[src/cache_pkg.sv]
package cache_pkg;

   // address and data geometry
   localparam int addr_w  = 16;
   localparam int data_w  = 16;
   localparam int index_w = 6;                   // 64 lines
   localparam int tag_w   = addr_w - index_w;

   // field view of an address with the tag in the upper bits
   typedef struct packed {
      logic [tag_w-1:0]   tag;
      logic [index_w-1:0] index;
   } cache_addr_t;

   // the memory sees a flat word address
   // the cache splits the same word into tag and index
   typedef union packed {
      logic [addr_w-1:0] raw;
      cache_addr_t       fields;
   } cache_addr_u;

   typedef logic [data_w-1:0] data_t;

   typedef logic [15:0] perf_cnt_t;             // wraps at 16 bits

endpackage

[src/cache_perf.sv]
`timescale 1ns/1ns
module cache_perf import cache_pkg::*; (
   input  logic      clk,
   input  logic      arst_n,
   input  logic      ev_hit,
   input  logic      ev_miss,
   input  logic      ev_wb,
   output perf_cnt_t hit_cnt,
   output perf_cnt_t miss_cnt,
   output perf_cnt_t wb_cnt
);

   localparam int num_ev = 3;

   logic [num_ev-1:0] ev;
   perf_cnt_t         cnt [num_ev];

   assign ev = {ev_wb, ev_miss, ev_hit};

   // one wrapping counter per event line
   always_ff @(posedge clk or negedge arst_n) begin
      if (!arst_n) begin
         for (int i = 0; i < num_ev; i++)
            cnt[i] <= '0;
      end else begin
         for (int i = 0; i < num_ev; i++)
            if (ev[i])
               cnt[i] <= cnt[i] + 1'b1;
      end
   end

   assign hit_cnt  = cnt[0];
   assign miss_cnt = cnt[1];
   assign wb_cnt   = cnt[2];

endmodule

[config.mk]
export PLATFORM = sky130hd
export DESIGN_NAME = cache_perf
export DESIGN_NICKNAME = d
export VERILOG_FILES = /design/src/cache_pkg.sv /design/src/cache_perf.sv
export SDC_FILE = /design/constraint.sdc
export NUM_CORES = 1
export LEC_CHECK = 0
export ABC_AREA = 1
export BUFFER_PORTS_ARGS = -buffer_cell sky130_fd_sc_hd__buf_4
export CORE_MARGIN = 2
export CORE_UTILIZATION = 54
export DETAILED_ROUTE_END_ITERATION = 12
export HOLD_SLACK_MARGIN = 0.03
export PLACE_DENSITY = 0.86
export SETUP_SLACK_MARGIN = 0.5
export SLEW_MARGIN = 20
export SYNTH_ARGS = -nofsm -noshare
export SYNTH_HDL_FRONTEND = slang
export SYNTH_SLANG_ARGS = --single-unit
export TNS_END_PERCENT = 1
[constraint.sdc]
create_clock -name clk -period 1.65 [get_ports clk]
set_input_delay 0.165 -clock clk [delete_from_list [all_inputs] [get_ports clk]]
set_output_delay 0.165 -clock clk [all_outputs]
set_load 0.05 [all_outputs]
==> key figures <==
GRT
  – Gr usage total: 21.5%
  – Vias in the first global route: 1991
  – Initial antenna violation count: 0
  – Grt ovf: 0
  – Largest net degree at the start of global routing: 49
  – Global-route wire length before repair: 8.67 mm

Clock network
  – H-tree levels: 2
  – Number of buffers created by CTS: 5
  – Clock transition at path regs: 0.08 ns
  – Root buf cell: clkbuf_8
  – Clock sink total: 48
  – Latest clock arrival within the worst-skew pair: 0.30 ns
  – Clock Path Buffers: 2
  – CTS tree: done

Synthesis
  – Post-synth top area cell: dfrtp_1
  – Compound-gate portion of the synthesized area: 0.417%
  – Register bit count reported by yosys: 48
  – Syn Nets: 284
  – Netlist cell types: 19
  – Mux share of post-synthesis cell area: 0.938%
  – Largest cells by area after synthesis: dfrtp_1 50%, nand2_1 10%, inv_1 6.6%
  – Synth warnings: 0
  – Synth Cell Area: 2400 um2
  – Yosys top cell area share: 50.0%
  – Adder-Cell Fraction of Synth Area: 1.56%
  – Synth Area in Simple Gates: 27.6%
  – Seq/Total Area, Yosys: 50.0%
  – Post-Synthesis Cells: 276
  – Main combinational cell family by area after synthesis: simple AND/OR/NAND/NOR gates
  – Post-synthesis xor/xnor area fraction: 12.4%
  – Post-Syn Area per Cell: 8.70 um2

Layout
  – Fill count: 352
  – Sequential Area: 1220 um2
  – P&R area growth vs syn: 32.6%
  – Multi-input combinational cell area: 1120 um2
  – Share of cells above drive strength 1: 33.1%
  – Final net count: 357
  – Final core utilization: 73.6%
  – Ant diodes: 0

Power and ir drop
  – Leakage: 1.57 nW
  – Internal power: 0.00262 W
  – Clock network fraction of design power: 15.0%
  – Reg power frac: 37.9%
  – Power Dens Cells: 1490 nW/um2
  – Comb pwr share: 47.1%
  – Net Sw Frac: 44.8%
  – Maximum VDD drop: 0.00129 V
  – P_sw: 0.00212 W

Floorplan
  – Core area: 4320 um2
  – Initial Util: 55.6%
  – Io pins: 53
  – Rows: 24
  – Die Wd: 70.7 um
  – Die height: 70.7 um
  – Die ar.: 5000 um2

Detailed routing
  – # DRC: 0
  – DRT antenna net count: 0
  – Uppermost layer routed: met4
  – Routed wire per std cell: 12.8 um
  – DR WL met2: 2.59 mm
  – Wire length on met1: 2.22 mm
  – Initial DRC count: 109
  – Total Wirelength: 5.16 mm
  – Met3 routed WL: 215 um
  – Routed vias/inst: 5.07
  – DR vias: 2039
  – Drt pass-1 iters: 4

STA
  – Fmax: 0.811 GHz
  – Slew of the pin with the lowest slew margin: 0.587 ns
  – Clock skew: 0.00844 ns
  – Max-slew violations: 0
  – Tmin final: 1.23 ns
  – Setup TNS Final: 0 ns
  – Max-slew headroom: 60.9%
  – Final hold vios: 0
  – Unrepaired setup endpoints after global routing: yes
  – Final period util: 74.7%
  – # setup viols final: 0

Place
  – PortBufs: 52
  – GPL Wtd Cong: 0.840
  – Detail Placement HPWL: 3.61 mm

Outcome
  – Outcome: finished, final reports clean

Setup path
  – Startpoint Class: register
  – Worst R2R Setup Slack: 0.42 ns
  – CP Class: reg2reg
  – Critical path arrival: 1.44 ns
  – Crit-path max FO: 3
  – Endpoint class of the critical path: register
  – Worst endpoint required time: 1.85 ns

Job
  – Max cap viols: 0

Min path
  – Hold Path Class: in2reg
## routing by layer
layer  vias up  global-route usage [%]
li1        996                       -
met3        14                    4.84
met2        50                    36.6
met1       979                    27.6
met4         0                    6.92
met5         -                       0
## final cells by class
class	count	share of cell area, %
flip-flops and latches	48	38.3
multi-input cells	184	35.3
repair buffers	68	16.6
inverters	42	4.95
clock buffers	8	2.83
well taps	52	2.04
## cells in the final DEF, fill, tap and decap left out, types with 3 or more instances in the layout
cell	instances
dfrtp_1	33
nand3_2	5
buf_6	4
nand3_1	16
nor2_4	8
xor2_1	17
xnor2_1	17
nor2_1	27
nand2_1	63
buf_4	63
ha_4	3
clkbuf_8	6
nand4_1	11
nor2_2	3
nor3_1	3
inv_1	42
dfrtp_2	15
nand2_2	4
## Yosys cell counts (all sizes together)
library cell  instances
buf                   2
xnor2                17
nand3                21
nand3b                1
o21ai                 2
nand4                11
mux2                  2
dfrtp                48
nand2                68
ha                    3
inv                  42
nor3                  4
nor2                 38
xor2                 17
## power by group through the flow
stage | logic [W] | registers, W | clock network [W]
after floorplan | 0.000485 | 0.00262 | 0
after global placement | 0.00183 | 0.00181 | 0
after detailed placement | 0.00187 | 0.00183 | 0
after CTS | 0.00213 | 0.00179 | 0.000727
after global routing | 0.00236 | 0.00184 | 0.000791
final | 0.00223 | 0.00180 | 0.000713
## worst max-delay path: stages, from the launching register on
cell,delay [ns]
dfrtp_2,0.41
ha_4,0.16
nand2_4,0.06
nor2_4,0.12
nand2_2,0.09
nor2_4,0.13
nand3_2,0.06
nand2_1,0.06
inv_1,0.03
## worst paths after layout
check	endpoint	cells after the start	start
worst max-delay path	hit_cnt[14]	8	hit_cnt[1]
worst min-delay path	miss_cnt[0]	2	ev_miss
worst max register to register	hit_cnt[14]	8	hit_cnt[1]
worst min register to register	wb_cnt[15]	2	wb_cnt[15]
max in group asynchronous	wb_cnt[3]	2	arst_n
min in group asynchronous	hit_cnt[0]	2	arst_n
## flip-flops by register name, summed over array words and instances, names as in the netlist
name and count:
hit_cnt 16, miss_cnt 16, wb_cnt 16
## cells by family (layout without fill, tap and decap cells)
group                      count (synthesis)  after routing
AOI/OAI and AO/OA                          2              2
xor gates and xnor gates                  34             34
adders and majority gates                  3              3
buffers and inverters                     44            118
DFF                                       48             48
muxes                                      2              2
and+or+nand+nor                          143            143
## metrics by stage
step	power, W	cell area (um2)	cells	hold slack [ns]	worst slack [ns]
floorplan	0.00310	2450	276	-0.131	0.224
detailed placement	0.00370	2890	378	0.217	0.364
global route	0.00499	3180	402	0.0894	0.346
finish	0.00474	3180	402	0.0903	0.417
CTS	0.00465	3120	397	0.0832	0.435
global placement	0.00364	2890	378	0.218	0.424
## what timing repair did
action | in CTS | in global routing
setup endpoints to repair | 27 | 55
buffers inserted | 10 | 5
hold buffers | 1 | 0
endpoints found under the hold margin | 48 | 0
pin swaps | 10 | 5
gates resized for setup | 12 | 11
No activity file was read; power rests on OpenSTA's default activity.
