<file path="src/cache_pkg.sv">
package cache_pkg;

   // address and data geometry
   localparam int addr_w  = 16;
   localparam int data_w  = 16;
   localparam int index_w = 6;                   // 64 lines
   localparam int tag_w   = addr_w - index_w;

   // field view of an address with the tag in the upper bits
   typedef struct packed {
      logic [tag_w-1:0]   tag;
      logic [index_w-1:0] index;
   } cache_addr_t;

   // the memory sees a flat word address
   // the cache splits the same word into tag and index
   typedef union packed {
      logic [addr_w-1:0] raw;
      cache_addr_t       fields;
   } cache_addr_u;

   typedef logic [data_w-1:0] data_t;

   typedef logic [15:0] perf_cnt_t;             // wraps at 16 bits

endpackage

</file>
<file path="src/cache_array_if.sv">
`timescale 1ns/1ns
interface cache_array_if import cache_pkg::*; ();

   // address fields and write data from the controller
   logic [index_w-1:0] index;
   logic [tag_w-1:0]   tag_in;
   data_t              wdata;

   // controls
   logic comp;          // compare tag_in against the stored tag
   logic write;         // write entry at index on this edge
   logic valid_in;
   logic dirty_in;

   // status is combinational from index and tag_in
   logic               hit;
   logic               valid;
   logic               dirty;
   logic [tag_w-1:0]   victim_tag;
   data_t              rdata;

   modport ctrl (
      output index, tag_in, wdata, comp, write, valid_in, dirty_in,
      input  hit, valid, dirty, victim_tag, rdata
   );

   modport array (
      input  index, tag_in, wdata, comp, write, valid_in, dirty_in,
      output hit, valid, dirty, victim_tag, rdata
   );

endinterface

</file>
<file path="src/cache_array.sv">
`timescale 1ns/1ns
module cache_array import cache_pkg::*; (
   input logic          clk,
   input logic          arst_n,
   cache_array_if.array arr
);

   localparam int num_lines = 2**index_w;

   logic [tag_w-1:0]     tag_mem [num_lines];
   data_t                data_mem [num_lines];
   logic [num_lines-1:0] dirty_mem;
   logic [num_lines-1:0] valid_r;
   logic                 tag_eq;

   // lookup of the addressed entry
   assign tag_eq         = (tag_mem[arr.index] == arr.tag_in);
   assign arr.valid      = valid_r[arr.index];
   assign arr.dirty      = valid_r[arr.index] && dirty_mem[arr.index];  // masked when invalid
   assign arr.victim_tag = tag_mem[arr.index];
   assign arr.rdata      = data_mem[arr.index];

   // hit only counts during a compare
   assign arr.hit = arr.comp && arr.valid && tag_eq;

   always_ff @(posedge clk or negedge arst_n) begin
      if (!arst_n)
         valid_r <= '0;                          // whole cache empty
      else if (arr.write)
         valid_r[arr.index] <= arr.valid_in;
   end

   // tag, dirty and data follow the same write strobe
   always_ff @(posedge clk) begin
      if (arr.write) begin
         tag_mem[arr.index]   <= arr.tag_in;
         data_mem[arr.index]  <= arr.wdata;
         dirty_mem[arr.index] <= arr.dirty_in;
      end
   end

   a_write_index_known: assert property (@(posedge clk) disable iff (!arst_n)
      arr.write |-> !$isunknown(arr.index));

endmodule

</file>
<file path="src/flat_wrapper.sv">
// flat-port wrapper written by rule: the top's interface ports become plain ports
module cache_array_flat import cache_pkg::*;
  (clk, arst_n, arr_index, arr_tag_in, arr_wdata, arr_comp, arr_write, arr_valid_in, arr_dirty_in, arr_hit, arr_valid, arr_dirty, arr_victim_tag, arr_rdata);
  cache_array_if arr_i ();
  input logic clk;
  input logic arst_n;
  input wire logic [$bits(arr_i.index)-1:0] arr_index;
  input wire logic [$bits(arr_i.tag_in)-1:0] arr_tag_in;
  input wire logic [$bits(arr_i.wdata)-1:0] arr_wdata;
  input wire logic [$bits(arr_i.comp)-1:0] arr_comp;
  input wire logic [$bits(arr_i.write)-1:0] arr_write;
  input wire logic [$bits(arr_i.valid_in)-1:0] arr_valid_in;
  input wire logic [$bits(arr_i.dirty_in)-1:0] arr_dirty_in;
  output wire logic [$bits(arr_i.hit)-1:0] arr_hit;
  output wire logic [$bits(arr_i.valid)-1:0] arr_valid;
  output wire logic [$bits(arr_i.dirty)-1:0] arr_dirty;
  output wire logic [$bits(arr_i.victim_tag)-1:0] arr_victim_tag;
  output wire logic [$bits(arr_i.rdata)-1:0] arr_rdata;
  assign arr_i.index = arr_index;
  assign arr_i.tag_in = arr_tag_in;
  assign arr_i.wdata = arr_wdata;
  assign arr_i.comp = arr_comp;
  assign arr_i.write = arr_write;
  assign arr_i.valid_in = arr_valid_in;
  assign arr_i.dirty_in = arr_dirty_in;
  assign arr_hit = arr_i.hit;
  assign arr_valid = arr_i.valid;
  assign arr_dirty = arr_i.dirty;
  assign arr_victim_tag = arr_i.victim_tag;
  assign arr_rdata = arr_i.rdata;
  cache_array u_core (.clk(clk), .arst_n(arst_n), .arr(arr_i));
endmodule
</file>
<file path="config.mk">
export PLATFORM = sky130hd
export DESIGN_NAME = cache_array_flat
export DESIGN_NICKNAME = d
export VERILOG_FILES = /design/src/cache_pkg.sv /design/src/cache_array_if.sv /design/src/cache_array.sv /design/src/flat_wrapper.sv
export SDC_FILE = /design/constraint.sdc
export NUM_CORES = 2
export LEC_CHECK = 0
export BUFFER_PORTS_ARGS = -buffer_cell sky130_fd_sc_hd__buf_4
export CORE_MARGIN = 5
export CORE_UTILIZATION = 63
export CTS_CLUSTER_DIAMETER = 150
export CTS_CLUSTER_SIZE = 10
export DETAILED_ROUTE_END_ITERATION = 7
export HOLD_SLACK_MARGIN = 0.1
export PLACE_DENSITY = 0.78
export SYNTH_ARGS = -nofsm -noshare
export SYNTH_HDL_FRONTEND = slang
export SYNTH_SLANG_ARGS = --single-unit
export TNS_END_PERCENT = 50
</file>
<file path="constraint.sdc">
create_clock -name clk -period 2.9 [get_ports clk]
set_input_delay 0.145 -clock clk [delete_from_list [all_inputs] [get_ports clk]]
set_output_delay 0.145 -clock clk [all_outputs]
set_load 0.1 [all_outputs]
</file>
==> results.sh <==
export IMPL_wirelength_mm=232.8
export IMPL_synth_common_cells="1,728 x edfxtp_1, 273 x a22oi_1, 156 x a221oi_1"
export IMPL_avgRoutedWirePerCell_um=40.48
export IMPL_relSlewSlack=0.4547
export IMPL_setup_tns_final_ns=-4.512
export IMPL_crit_path_end_kind="output port"
export IMPL_fin_crit_ns=3.858
export IMPL_hpwl_mm=141.5
export IMPL_swShare=0.2273
export IMPL_seqCellArea_mm2=0.05349
export IMPL_drive_gt1_frac=0.2974
export IMPL_fp_dieH_um=338.0
export IMPL_die_x_um=338.0
export IMPL_ant_nets=0
export IMPL_portBuffers=66
export IMPL_p_int_w=0.04253
export IMPL_start_kind="flop"
export IMPL_coreArea_mm2=0.1069
export IMPL_synthFlopType="edfxtp_1"
export IMPL_path_clk_slew_ns=0.06
export IMPL_grt_max_degree=67
export IMPL_cap_violations=0
export IMPL_overflow=0
export IMPL_p_seq_frac=0.523
export IMPL_hp_class="primary input to flop"
export IMPL_ir_drop_v=0.0005367
export IMPL_vias=44050
export IMPL_place_inst=5446
export IMPL_clk_insertion_delay_late_ns=0.81
export IMPL_synth_area_leader_cell="edfxtp_1"
export IMPL_grt_pass1_vias=43150
export IMPL_status="complete, but fails checks"
export IMPL_htree_levels=4
export IMPL_clockBufferDepth=3
export IMPL_placed_cell_area_mm2=0.07543
export IMPL_drtPass1Iterations=8
export IMPL_pwr_share_comb=0.076
export IMPL_ys_top_cells_by_area="edfxtp_1 77%, mux4_2 3.5%, a22oi_1 3.0%"
export IMPL_yosysTopAreaCellShare=0.7658
export IMPL_clkPwrFrac=0.400
export IMPL_synth_edf_count=1728
export IMPL_pin_count=67
export IMPL_preCtsSetupSlack_ns=-0.6984
export IMPL_slew_viol_final=0
export IMPL_seq_area_frac_synth=0.7894
export IMPL_rsz0062_at_grt="yes"
export IMPL_antenna_found_initial=8
export IMPL_finalNetCount=4313
export IMPL_gp_congestion=0.9604
export IMPL_p_leak_nw=27.19
export IMPL_cts_buffers=197
export IMPL_syn_avg_cell_area_um2=18.79
export IMPL_hold_viol_final=0
export IMPL_syn_inst=3606
export IMPL_row_count=120
export IMPL_max_slew_worst_pin_slew_ns=0.8179
export IMPL_crit_fanout=2
export IMPL_fin_util=0.7687
export IMPL_period_share=1.330
export IMPL_track_usage=0.4051
export IMPL_max_freq_mhz=259.2
export IMPL_worstPathBufferInverterCount=2
export IMPL_async_flop_share=0.03571
export IMPL_arrival_ns=3.71
export IMPL_worstPathRequired_ns=2.76
export IMPL_path_class="flop to output port"
export IMPL_setup_viol=25
export IMPL_cp_slowest_stage_delay_ns=0.57
export IMPL_p_switching_w=0.01251
export IMPL_post_synth_top_count_cell="edfxtp_1"
export IMPL_vias_per_cell=7.658
export IMPL_stdcell_count=5752
export IMPL_clock_sinks=1792
export IMPL_multi_input_area_mm2=0.01438
export IMPL_crit_chain="a22oi_2 > o22ai_2 > or4_4 > a211o_1 > nor4_4 > buf_4 > o2111ai_4 > nor4_4 > buf_6"
export IMPL_n_fill_cell=5446
export IMPL_ys_types=85
export IMPL_fin_area_mm2=0.08217
export IMPL_syn_to_final_growth_pct=21.27
export IMPL_synth_area_mm2=0.06776
export IMPL_cp_common_cell="nor4_4"
export IMPL_violations="DRC, setup timing"
export IMPL_ys_ff_latch=1792
export IMPL_cp_slowest_cell="or4_4"
export IMPL_synth_nets=3644
export IMPL_initial_utilization=0.6338
export IMPL_fin_skew_ns=0
export IMPL_drc=1
export IMPL_root_buffer="clkbuf_16"
export IMPL_setup_ws_ns=-0.9584
export IMPL_powerDensity_mw_per_mm2=669.8
export IMPL_cts_tree="yes"
export IMPL_dieArea_mm2=0.1142
export IMPL_drtIter0Drc=8550
export IMPL_cp_top_family="simple AND/OR/NAND/NOR gates"
export IMPL_grt_pass1_wl_mm=320.1
export IMPL_synth_yosys_warnings=0
==> metal layers <==
metal	vias up	track usage	wire, µm
met3	1197	0.1414	39510
li1	16410	-	-
met4	4	0.2532	19480
met2	4851	0.5878	101100
met5	-	0	27
met1	21580	0.5329	72760
==> state kept, by name (all words and copies together) (netlist names) <==
signal,flops
u_core.data_mem,1024
u_core.valid_r,64
u_core.tag_mem,640
u_core.dirty_mem,64
==> worst paths after layout <==
check,start,endpoint,slack [ns],depth (start not counted)
max in group asynchronous,arst_n,u_core.valid_r[31]$_DFFE_PN0P_,2.19,4
min in group asynchronous,arst_n,u_core.valid_r[4]$_DFFE_PN0P_,0.41,4
setup / recovery,u_core.tag_mem[0][2]$_DFFE_PP_,arr_hit,-0.96,9
hold / removal,arr_tag_in[4],u_core.tag_mem[8][4]$_DFFE_PP_,0.17,2
hold reg to reg,u_core.valid_r[5]$_DFFE_PN0P_,u_core.valid_r[5]$_DFFE_PN0P_,0.50,1
setup reg to reg,u_core.valid_r[45]$_DFFE_PN0P_,u_core.valid_r[45]$_DFFE_PN0P_,2.11,1
==> kinds of logic (layout without fill, tap and decap cells) <==
logic type,Yosys count,in the layout,share of synthesized area
DFF,1792,1792,0.7894
other,0,2,0
xor gates and xnor gates,9,9,0.001163
muxes,315,315,0.06766
AOI/OAI and AO/OA,851,851,0.09478
and+or+nand+nor,397,397,0.02940
buffers and inverters,242,983,0.01758
==> final cells by class <==
type | instances | area share
well taps | 1403 | 0.02136
clock buffers | 257 | 0.06299
inverters | 5 | 0.0002284
clock inverters | 14 | 0.002863
multi-input cells | 1572 | 0.1750
repair buffers | 707 | 0.08650
diodes | 2 | 0.00006091
flip-flops and latches | 1792 | 0.6510
==> stage by stage <==
step                      total power, W  hold WS [ns]
after floorplan                  0.03117       -0.1506
after global placement           0.03296        0.2910
after detailed placement         0.03305        0.3058
after CTS                        0.05467        0.1355
after global routing             0.05628        0.1719
final                            0.05504        0.1726
==> what timing repair did <==
| action | 4_1_cts | 5_1_grt |
|---|---|---|
| cloned | 0 | 0 |
| pin swaps | 32 | 25 |
| buffers inserted | 2 | 1 |
| hold buffers | 32 | 0 |
| gates resized for setup | 119 | 77 |
| endpoints found under the hold margin | 1867 | 0 |
| setup endpoints to repair | 29 | 29 |
==> cell usage in the layout (no fill, tap or decap), drive strengths merged, types with 52 or more instances in the layout <==
cell type  instances
mux4             104
buf              676
a221oi           158
a31oi             72
o21ai             52
dfrtp             64
clkbuf           257
a22oi            273
a22o              89
mux2i            107
mux2             104
edfxtp          1728
nor2             129
a21oi             79
nand2             92
==> power by group through the flow <==
stage	registers, W	clock network (W)	logic [W]
after CTS	0.0288	0.0219	0.00398
after detailed placement	0.0293	0	0.00374
after global routing	0.0288	0.0232	0.00428
final	0.0288	0.0220	0.00420
after global placement	0.0293	0	0.00367
after floorplan	0.0293	0	0.00189
Power figures use the tool's default switching activity.
