`src/cache_pkg.sv`:
```
package cache_pkg;

   // address and data geometry
   localparam int addr_w  = 16;
   localparam int data_w  = 16;
   localparam int index_w = 6;                   // 64 lines
   localparam int tag_w   = addr_w - index_w;

   // field view of an address with the tag in the upper bits
   typedef struct packed {
      logic [tag_w-1:0]   tag;
      logic [index_w-1:0] index;
   } cache_addr_t;

   // the memory sees a flat word address
   // the cache splits the same word into tag and index
   typedef union packed {
      logic [addr_w-1:0] raw;
      cache_addr_t       fields;
   } cache_addr_u;

   typedef logic [data_w-1:0] data_t;

   typedef logic [15:0] perf_cnt_t;             // wraps at 16 bits

endpackage

```
`src/cache_array_if.sv`:
```
`timescale 1ns/1ns
interface cache_array_if import cache_pkg::*; ();

   // address fields and write data from the controller
   logic [index_w-1:0] index;
   logic [tag_w-1:0]   tag_in;
   data_t              wdata;

   // controls
   logic comp;          // compare tag_in against the stored tag
   logic write;         // write entry at index on this edge
   logic valid_in;
   logic dirty_in;

   // status is combinational from index and tag_in
   logic               hit;
   logic               valid;
   logic               dirty;
   logic [tag_w-1:0]   victim_tag;
   data_t              rdata;

   modport ctrl (
      output index, tag_in, wdata, comp, write, valid_in, dirty_in,
      input  hit, valid, dirty, victim_tag, rdata
   );

   modport array (
      input  index, tag_in, wdata, comp, write, valid_in, dirty_in,
      output hit, valid, dirty, victim_tag, rdata
   );

endinterface

```
`src/cache_ctrl.sv`:
```
`timescale 1ns/1ns
module cache_ctrl import cache_pkg::*; (
   input  logic        clk,
   input  logic        arst_n,
   input  logic        rd,
   input  logic        wr,
   input  cache_addr_u addr,
   input  data_t       wdata,
   output data_t       rdata,
   output logic        done,
   output logic        was_hit,
   cache_array_if.ctrl arr,
   output logic        mem_rd,
   output logic        mem_wr,
   output cache_addr_u mem_addr,
   output data_t       mem_wdata,
   input  data_t       mem_rdata,
   input  logic        mem_stall,
   output logic        ev_hit,
   output logic        ev_miss,
   output logic        ev_wb
);

   localparam logic [2:0] st_idle           = 3'd0;
   localparam logic [2:0] st_compare_read   = 3'd1;
   localparam logic [2:0] st_compare_write  = 3'd2;
   localparam logic [2:0] st_writeback_wait = 3'd3;
   localparam logic [2:0] st_fetch_wait     = 3'd4;
   localparam logic [2:0] st_fill           = 3'd5;
   localparam logic [2:0] st_done           = 3'd6;

   logic [2:0]  state;
   logic [2:0]  next_state;
   logic        accept;
   logic        op_rd;          // current request is a read
   logic        mem_sent;       // strobe issued, memory still owes an answer
   logic        mem_ready;
   logic        victim_dirty;
   logic        hit_r;
   cache_addr_u addr_r;
   data_t       wdata_r;
   data_t       rdata_r;

   assign accept       = (state == st_idle) && (rd || wr);
   assign mem_ready    = mem_sent && !mem_stall;
   assign victim_dirty = arr.valid && arr.dirty;

   // array side, always addressed by the captured request
   assign arr.index  = addr_r.fields.index;
   assign arr.tag_in = addr_r.fields.tag;
   assign arr.wdata  = op_rd ? mem_rdata : wdata_r;   // fetched line or cpu data
   assign arr.comp   = (state == st_compare_read) || (state == st_compare_write);

   // write-back goes to the victim's address, fetch to the request's
   always_comb begin
      mem_addr = addr_r;
      if (state == st_writeback_wait)
         mem_addr.fields.tag = arr.victim_tag;
   end
   assign mem_wdata = arr.rdata;   // old line data

   assign rdata   = rdata_r;
   assign was_hit = hit_r;
   assign ev_wb   = mem_wr;        // every write strobe is an eviction

   always_ff @(posedge clk or negedge arst_n) begin
      if (!arst_n) begin
         state    <= st_idle;
         op_rd    <= 1'b0;
         mem_sent <= 1'b0;
         hit_r    <= 1'b0;
      end else begin
         state <= next_state;
         if (accept)
            op_rd <= rd;                         // rd wins over wr
         if (mem_rd || mem_wr)
            mem_sent <= 1'b1;
         else if (mem_ready)
            mem_sent <= 1'b0;
         if (arr.comp)
            hit_r <= arr.hit;
      end
   end

   always_ff @(posedge clk) begin
      if (accept) begin
         addr_r  <= addr;
         wdata_r <= wdata;
      end
      if (state == st_compare_read && arr.hit)
         rdata_r <= arr.rdata;
      if (state == st_fill && op_rd)
         rdata_r <= mem_rdata;
   end

   always_comb begin
      next_state   = state;
      arr.write    = 1'b0;
      arr.valid_in = 1'b0;
      arr.dirty_in = 1'b0;
      mem_rd       = 1'b0;
      mem_wr       = 1'b0;
      done         = 1'b0;
      ev_hit       = 1'b0;
      ev_miss      = 1'b0;

      case (state)
         st_idle: begin
            if (rd)
               next_state = st_compare_read;
            else if (wr)
               next_state = st_compare_write;
         end

         st_compare_read: begin
            if (arr.hit) begin
               ev_hit     = 1'b1;
               next_state = st_done;
            end else begin
               ev_miss    = 1'b1;
               next_state = victim_dirty ? st_writeback_wait : st_fetch_wait;
            end
         end

         st_compare_write: begin
            if (arr.hit) begin
               ev_hit       = 1'b1;
               arr.write    = 1'b1;
               arr.valid_in = 1'b1;
               arr.dirty_in = 1'b1;
               next_state   = st_done;
            end else begin
               ev_miss    = 1'b1;
               // lines hold one word so a write miss never needs a fetch
               next_state = victim_dirty ? st_writeback_wait : st_fill;
            end
         end

         st_writeback_wait: begin
            if (!mem_sent && !mem_stall)
               mem_wr = 1'b1;
            if (mem_ready)
               next_state = op_rd ? st_fetch_wait : st_fill;
         end

         st_fetch_wait: begin
            if (!mem_sent && !mem_stall)
               mem_rd = 1'b1;
            if (mem_ready)
               next_state = st_fill;
         end

         st_fill: begin
            arr.write    = 1'b1;
            arr.valid_in = 1'b1;
            arr.dirty_in = !op_rd;               // written lines differ from memory
            next_state   = st_done;
         end

         st_done: begin
            done       = 1'b1;
            next_state = st_idle;
         end

         default: next_state = st_idle;
      endcase
   end

   a_done_pulse: assert property (@(posedge clk) disable iff (!arst_n)
      done |=> !done);

   // memory back-pressure must be honoured
   a_no_strobe_in_stall: assert property (@(posedge clk) disable iff (!arst_n)
      (mem_rd || mem_wr) |-> !mem_stall);

   a_one_strobe: assert property (@(posedge clk) disable iff (!arst_n)
      !(mem_rd && mem_wr));

endmodule

```
`src/flat_wrapper.sv`:
```
// flat-port wrapper written by rule: the top's interface ports become plain ports
module cache_ctrl_flat import cache_pkg::*;
  (clk, arst_n, rd, wr, addr, wdata, rdata, done, was_hit, mem_rd, mem_wr, mem_addr, mem_wdata, mem_rdata, mem_stall, ev_hit, ev_miss, ev_wb, arr_index, arr_tag_in, arr_wdata, arr_comp, arr_write, arr_valid_in, arr_dirty_in, arr_hit, arr_valid, arr_dirty, arr_victim_tag, arr_rdata);
  cache_array_if arr_i ();
  input  logic clk;
  input  logic arst_n;
  input  logic rd;
  input  logic wr;
  input  cache_addr_u addr;
  input  data_t wdata;
  output data_t rdata;
  output logic done;
  output logic was_hit;
  output logic mem_rd;
  output logic mem_wr;
  output cache_addr_u mem_addr;
  output data_t mem_wdata;
  input  data_t mem_rdata;
  input  logic mem_stall;
  output logic ev_hit;
  output logic ev_miss;
  output logic ev_wb;
  output wire logic [$bits(arr_i.index)-1:0] arr_index;
  output wire logic [$bits(arr_i.tag_in)-1:0] arr_tag_in;
  output wire logic [$bits(arr_i.wdata)-1:0] arr_wdata;
  output wire logic [$bits(arr_i.comp)-1:0] arr_comp;
  output wire logic [$bits(arr_i.write)-1:0] arr_write;
  output wire logic [$bits(arr_i.valid_in)-1:0] arr_valid_in;
  output wire logic [$bits(arr_i.dirty_in)-1:0] arr_dirty_in;
  input wire logic [$bits(arr_i.hit)-1:0] arr_hit;
  input wire logic [$bits(arr_i.valid)-1:0] arr_valid;
  input wire logic [$bits(arr_i.dirty)-1:0] arr_dirty;
  input wire logic [$bits(arr_i.victim_tag)-1:0] arr_victim_tag;
  input wire logic [$bits(arr_i.rdata)-1:0] arr_rdata;
  assign arr_index = arr_i.index;
  assign arr_tag_in = arr_i.tag_in;
  assign arr_wdata = arr_i.wdata;
  assign arr_comp = arr_i.comp;
  assign arr_write = arr_i.write;
  assign arr_valid_in = arr_i.valid_in;
  assign arr_dirty_in = arr_i.dirty_in;
  assign arr_i.hit = arr_hit;
  assign arr_i.valid = arr_valid;
  assign arr_i.dirty = arr_dirty;
  assign arr_i.victim_tag = arr_victim_tag;
  assign arr_i.rdata = arr_rdata;
  cache_ctrl u_core (.clk(clk), .arst_n(arst_n), .rd(rd), .wr(wr), .addr(addr), .wdata(wdata), .rdata(rdata), .done(done), .was_hit(was_hit), .arr(arr_i), .mem_rd(mem_rd), .mem_wr(mem_wr), .mem_addr(mem_addr), .mem_wdata(mem_wdata), .mem_rdata(mem_rdata), .mem_stall(mem_stall), .ev_hit(ev_hit), .ev_miss(ev_miss), .ev_wb(ev_wb));
endmodule
```
`config.mk`:
```
export PLATFORM = sky130hd
export DESIGN_NAME = cache_ctrl_flat
export DESIGN_NICKNAME = d
export VERILOG_FILES = /design/src/cache_pkg.sv /design/src/cache_array_if.sv /design/src/cache_ctrl.sv /design/src/flat_wrapper.sv
export SDC_FILE = /design/constraint.sdc
export NUM_CORES = 1
export LEC_CHECK = 0
export ABC_AREA = 1
export BUFFER_PORTS_ARGS = -buffer_cell sky130_fd_sc_hd__clkbuf_2
export CORE_MARGIN = 4
export CORE_UTILIZATION = 43
export CTS_CLUSTER_SIZE = 25
export DETAILED_ROUTE_END_ITERATION = 8
export PLACE_DENSITY = 0.8
export RECOVER_POWER = 50
export SLEW_MARGIN = 20
export SYNTH_ARGS = -nofsm -noshare
export SYNTH_HDL_FRONTEND = slang
export SYNTH_SLANG_ARGS = --single-unit
```
`constraint.sdc`:
```
create_clock -name clk -period 3.4 [get_ports clk]
set_input_delay 0.68 -clock clk [delete_from_list [all_inputs] [get_ports clk]]
set_output_delay 0.68 -clock clk [all_outputs]
set_load 0.01 [all_outputs]
```
==> metrics.yaml <==
outcome:
  outcome: "complete, but fails checks"
  failed_checks: "max-capacitance violations, max-slew violations"
timing:
  timing_hold_violations_final: 0
  timing.final.setup_violations: 0
  tightestPinTransition_ps: 1540
  relSlewSlack_pct: -2.955
  totalNegativeSetupSlack_ps: 0
  fin_worst_skew_ps: 10.99
  achievable-frequency_mhz: 367.9
  unrepaired_setup_endpoints_after_global_routing: "no"
  slew_limit_fails: 34
  final_critical_path_setup_slack_ps: 681.5
  final.period_utilization_pct: 79.95
  fin_crit_ps: 2718
  hold_slack_ps: 262.0
floorplanning:
  dieArea_um2: 7659
  coreArea_um2: 6026
  fp.dieW_um: 87.52
  floorplan.rows: 28
  start_util_pct: 45.12
  floorplan.io_pins: 173
  die_h_um: 87.52
yosys:
  synth_edf_count: 48
  yosys.cell_count.top_type: "sky130_fd_sc_hd__nand2_1"
  synth.ff_latch_count: 54
  netlist_top_cells_area: "sky130_fd_sc_hd__edfxtp_1 53%, sky130_fd_sc_hd__nand2_1 12%, sky130_fd_sc_hd__buf_4 6.9%, sky130_fd_sc_hd__dfrtp_1 5.5%, sky130_fd_sc_hd__o21ai_2 5.2%"
  synth.yosys.warnings: 0
  synth-seq-area-share_pct: 58.54
  postSynthAreaPerCell_um2: 9.996
  postSynth.topFlopCell: "sky130_fd_sc_hd__edfxtp_1"
  post_synth_instance_area_um2: 2719
  netlist_instances: 272
  synth_top_area_share_pct: 53.01
  asyncSetResetFlopFracSynth_pct: 11.11
  synth_top_cell_by_area: "sky130_fd_sc_hd__edfxtp_1"
  post_synth_most_frequent_cells: "87 x sky130_fd_sc_hd__nand2_1, 48 x sky130_fd_sc_hd__edfxtp_1, 28 x sky130_fd_sc_hd__inv_1"
  synth_nets: 354
  post_synth_num_cell_types: 21
clock_tree:
  cts_inserted_buffers: 5
  clk_path_buf_depth: 2
  postCtsResizedCells: 0
  cts_root_buf: "sky130_fd_sc_hd__clkbuf_8"
  cts.repair_timing.setup_buffer_count: 0
  clock_insertion_delay_worst_skew_ps: 300
  ctsHoldBuffers: 0
  cts_tree: "yes"
  tritoncts_num_sinks: 54
  path_clk_slew_ps: 110
  cts_max_level: 2
run:
  max_cap_viol_count: 2
power:
  power-per-cell-area_nw_per_um2: 743.6
  leakage_power_of_the_design_uw: 0.001687
  irDropWorstVdd_mv: 0.3789
detailed_routing:
  antenna_violating_nets_post_route: 0
  drt_first_pass_iters: 4
  wl_per_cell_um: 13.45
  detail_route.drc_violations: 0
  drt_first_iter_violations: 70
  highest_layer: "met4"
  mean_number_of_vias_per_cell: 4.663
  routed_wirelength_um: 6660
  met2_wirelength_um: 3472
  routedLengthMet1_um: 2476
  routed-wl-met3_um: 627
  route.vias.total: 2308
grt:
  vias_in_the_first_global_route: 2204
  global_route_wire_length_before_repair_um: 10200
  gr-total-overflow: 0
  grt_antenna_before_repair: 0
  grt_util_all_layers_pct: 16.93
  grt_start_max_net_pins: 35
cells_and_area:
  area_growth_pct: 27.29
  layout_cells_sized_above_1_pct: 36.43
  final_nets: 501
  layout.cells.non_filler: 495
  design_area_um2: 3461
  antenna-diode-count: 0
place:
  finalWeightedCongestion: 0.8686
  dpl.cell_count: 487
  placedInstanceArea_um2: 3438
  numPortBuffers: 172
  place.detailed.hpwl_um: 5389
  placement.setup.worst_slack_ps: 1121
worst_setup_path:
  critPathRequiredTime_ps: 3400
  crit_type: "flop to flop"
  path_max_fanout: 33
  crit_start_category: "flop"
  r2r.worst_path.cells: 6
  arrival_ps: 2720
  end_kind: "flop"
min_path:
  hold_path_class: "input port to async pin"
## registers in the layout (all words and copies together) (netlist names)
| register | flops |
|---|---|
| u_core.addr_r | 16 |
| u_core.rdata | 16 |
| u_core.wdata_r | 16 |
| u_core.state | 3 |
| u_core.mem_sent | 1 |
| u_core.op_rd | 1 |
| u_core.was_hit | 1 |
## per-layer routing
| layer | up-vias | track usage [%] |
|---|---|---|
| met5 | - | 0 |
| met4 | 0 | 5.021 |
| met3 | 6 | 3.879 |
| met2 | 110 | 29.52 |
| met1 | 1036 | 20.92 |
| li1 | 1156 | - |
## cell families (layout without fill, tap and decap cells)
kind of cell	Yosys count	after routing	share of synthesized area [%]
simple gates	113	113	17.72
flops	54	54	58.54
buf+inv	65	213	13.90
compound gates	40	40	9.848
## layout make-up
cell class / instances / area [um2]
sequential: 54 / 1592
tap: 75 / 93.84
inverter: 31 / 116.4
clock inverter: 3 / 47.55
clock buffer: 5 / 68.82
timing repair buffer: 174 / 805.8
fill: 583 / 2565
multi-input combinational: 153 / 737.0
## metrics by stage
stage	total power [uW]	util (%)
floorplan	1814	-
global placement	2171	57.06
detailed placement	2198	57.06
CTS	2653	58.99
global route	2770	57.43
finish	2573	57.43
## worst paths after layout
path	end	slack, ps	startpoint
min in group clk	u_core.was_hit$_DFFE_PN0N_	510	u_core.was_hit$_DFFE_PN0N_
max in group asynchronous	u_core.was_hit$_DFFE_PN0N_	2840	arst_n
setup reg to reg	u_core.rdata[10]$_DFFE_PP_	680	u_core.state[1]$_DFFE_PN0P_
setup / recovery	u_core.rdata[10]$_DFFE_PP_	680	u_core.state[1]$_DFFE_PN0P_
hold reg to reg	u_core.was_hit$_DFFE_PN0N_	510	u_core.was_hit$_DFFE_PN0N_
hold / removal	u_core.mem_sent$_DFFE_PN0P_	260	arst_n
## layout by cell type, fill, tap and decap left out, drive strengths merged
cell type	instances
buf	2
nor2	9
o21ai	37
inv	32
a22o	1
dfrtp	6
bufinv	1
nor3	1
edfxtp	48
clkbuf	177
a21oi	2
nand3	9
nand4	1
nand2	93
clkinv	1
## where the power goes
part	internal, uW	leakage [uW]	switching [uW]
registers	959	0.000518	100
logic	367	0.00111	705
clock network	224	0.0000587	219
total	1550	0.00169	1020
## critical path: stages, from the launching register on
cell and delay (ps):
sky130_fd_sc_hd__dfrtp_1 460, sky130_fd_sc_hd__inv_2 130, sky130_fd_sc_hd__nand2_2 70, sky130_fd_sc_hd__inv_2 60, sky130_fd_sc_hd__nand3_1 1000, sky130_fd_sc_hd__o21ai_1 380
sky130_fd_sc_hd__buf_4 300
No activity file was read; power rests on OpenSTA's default activity.
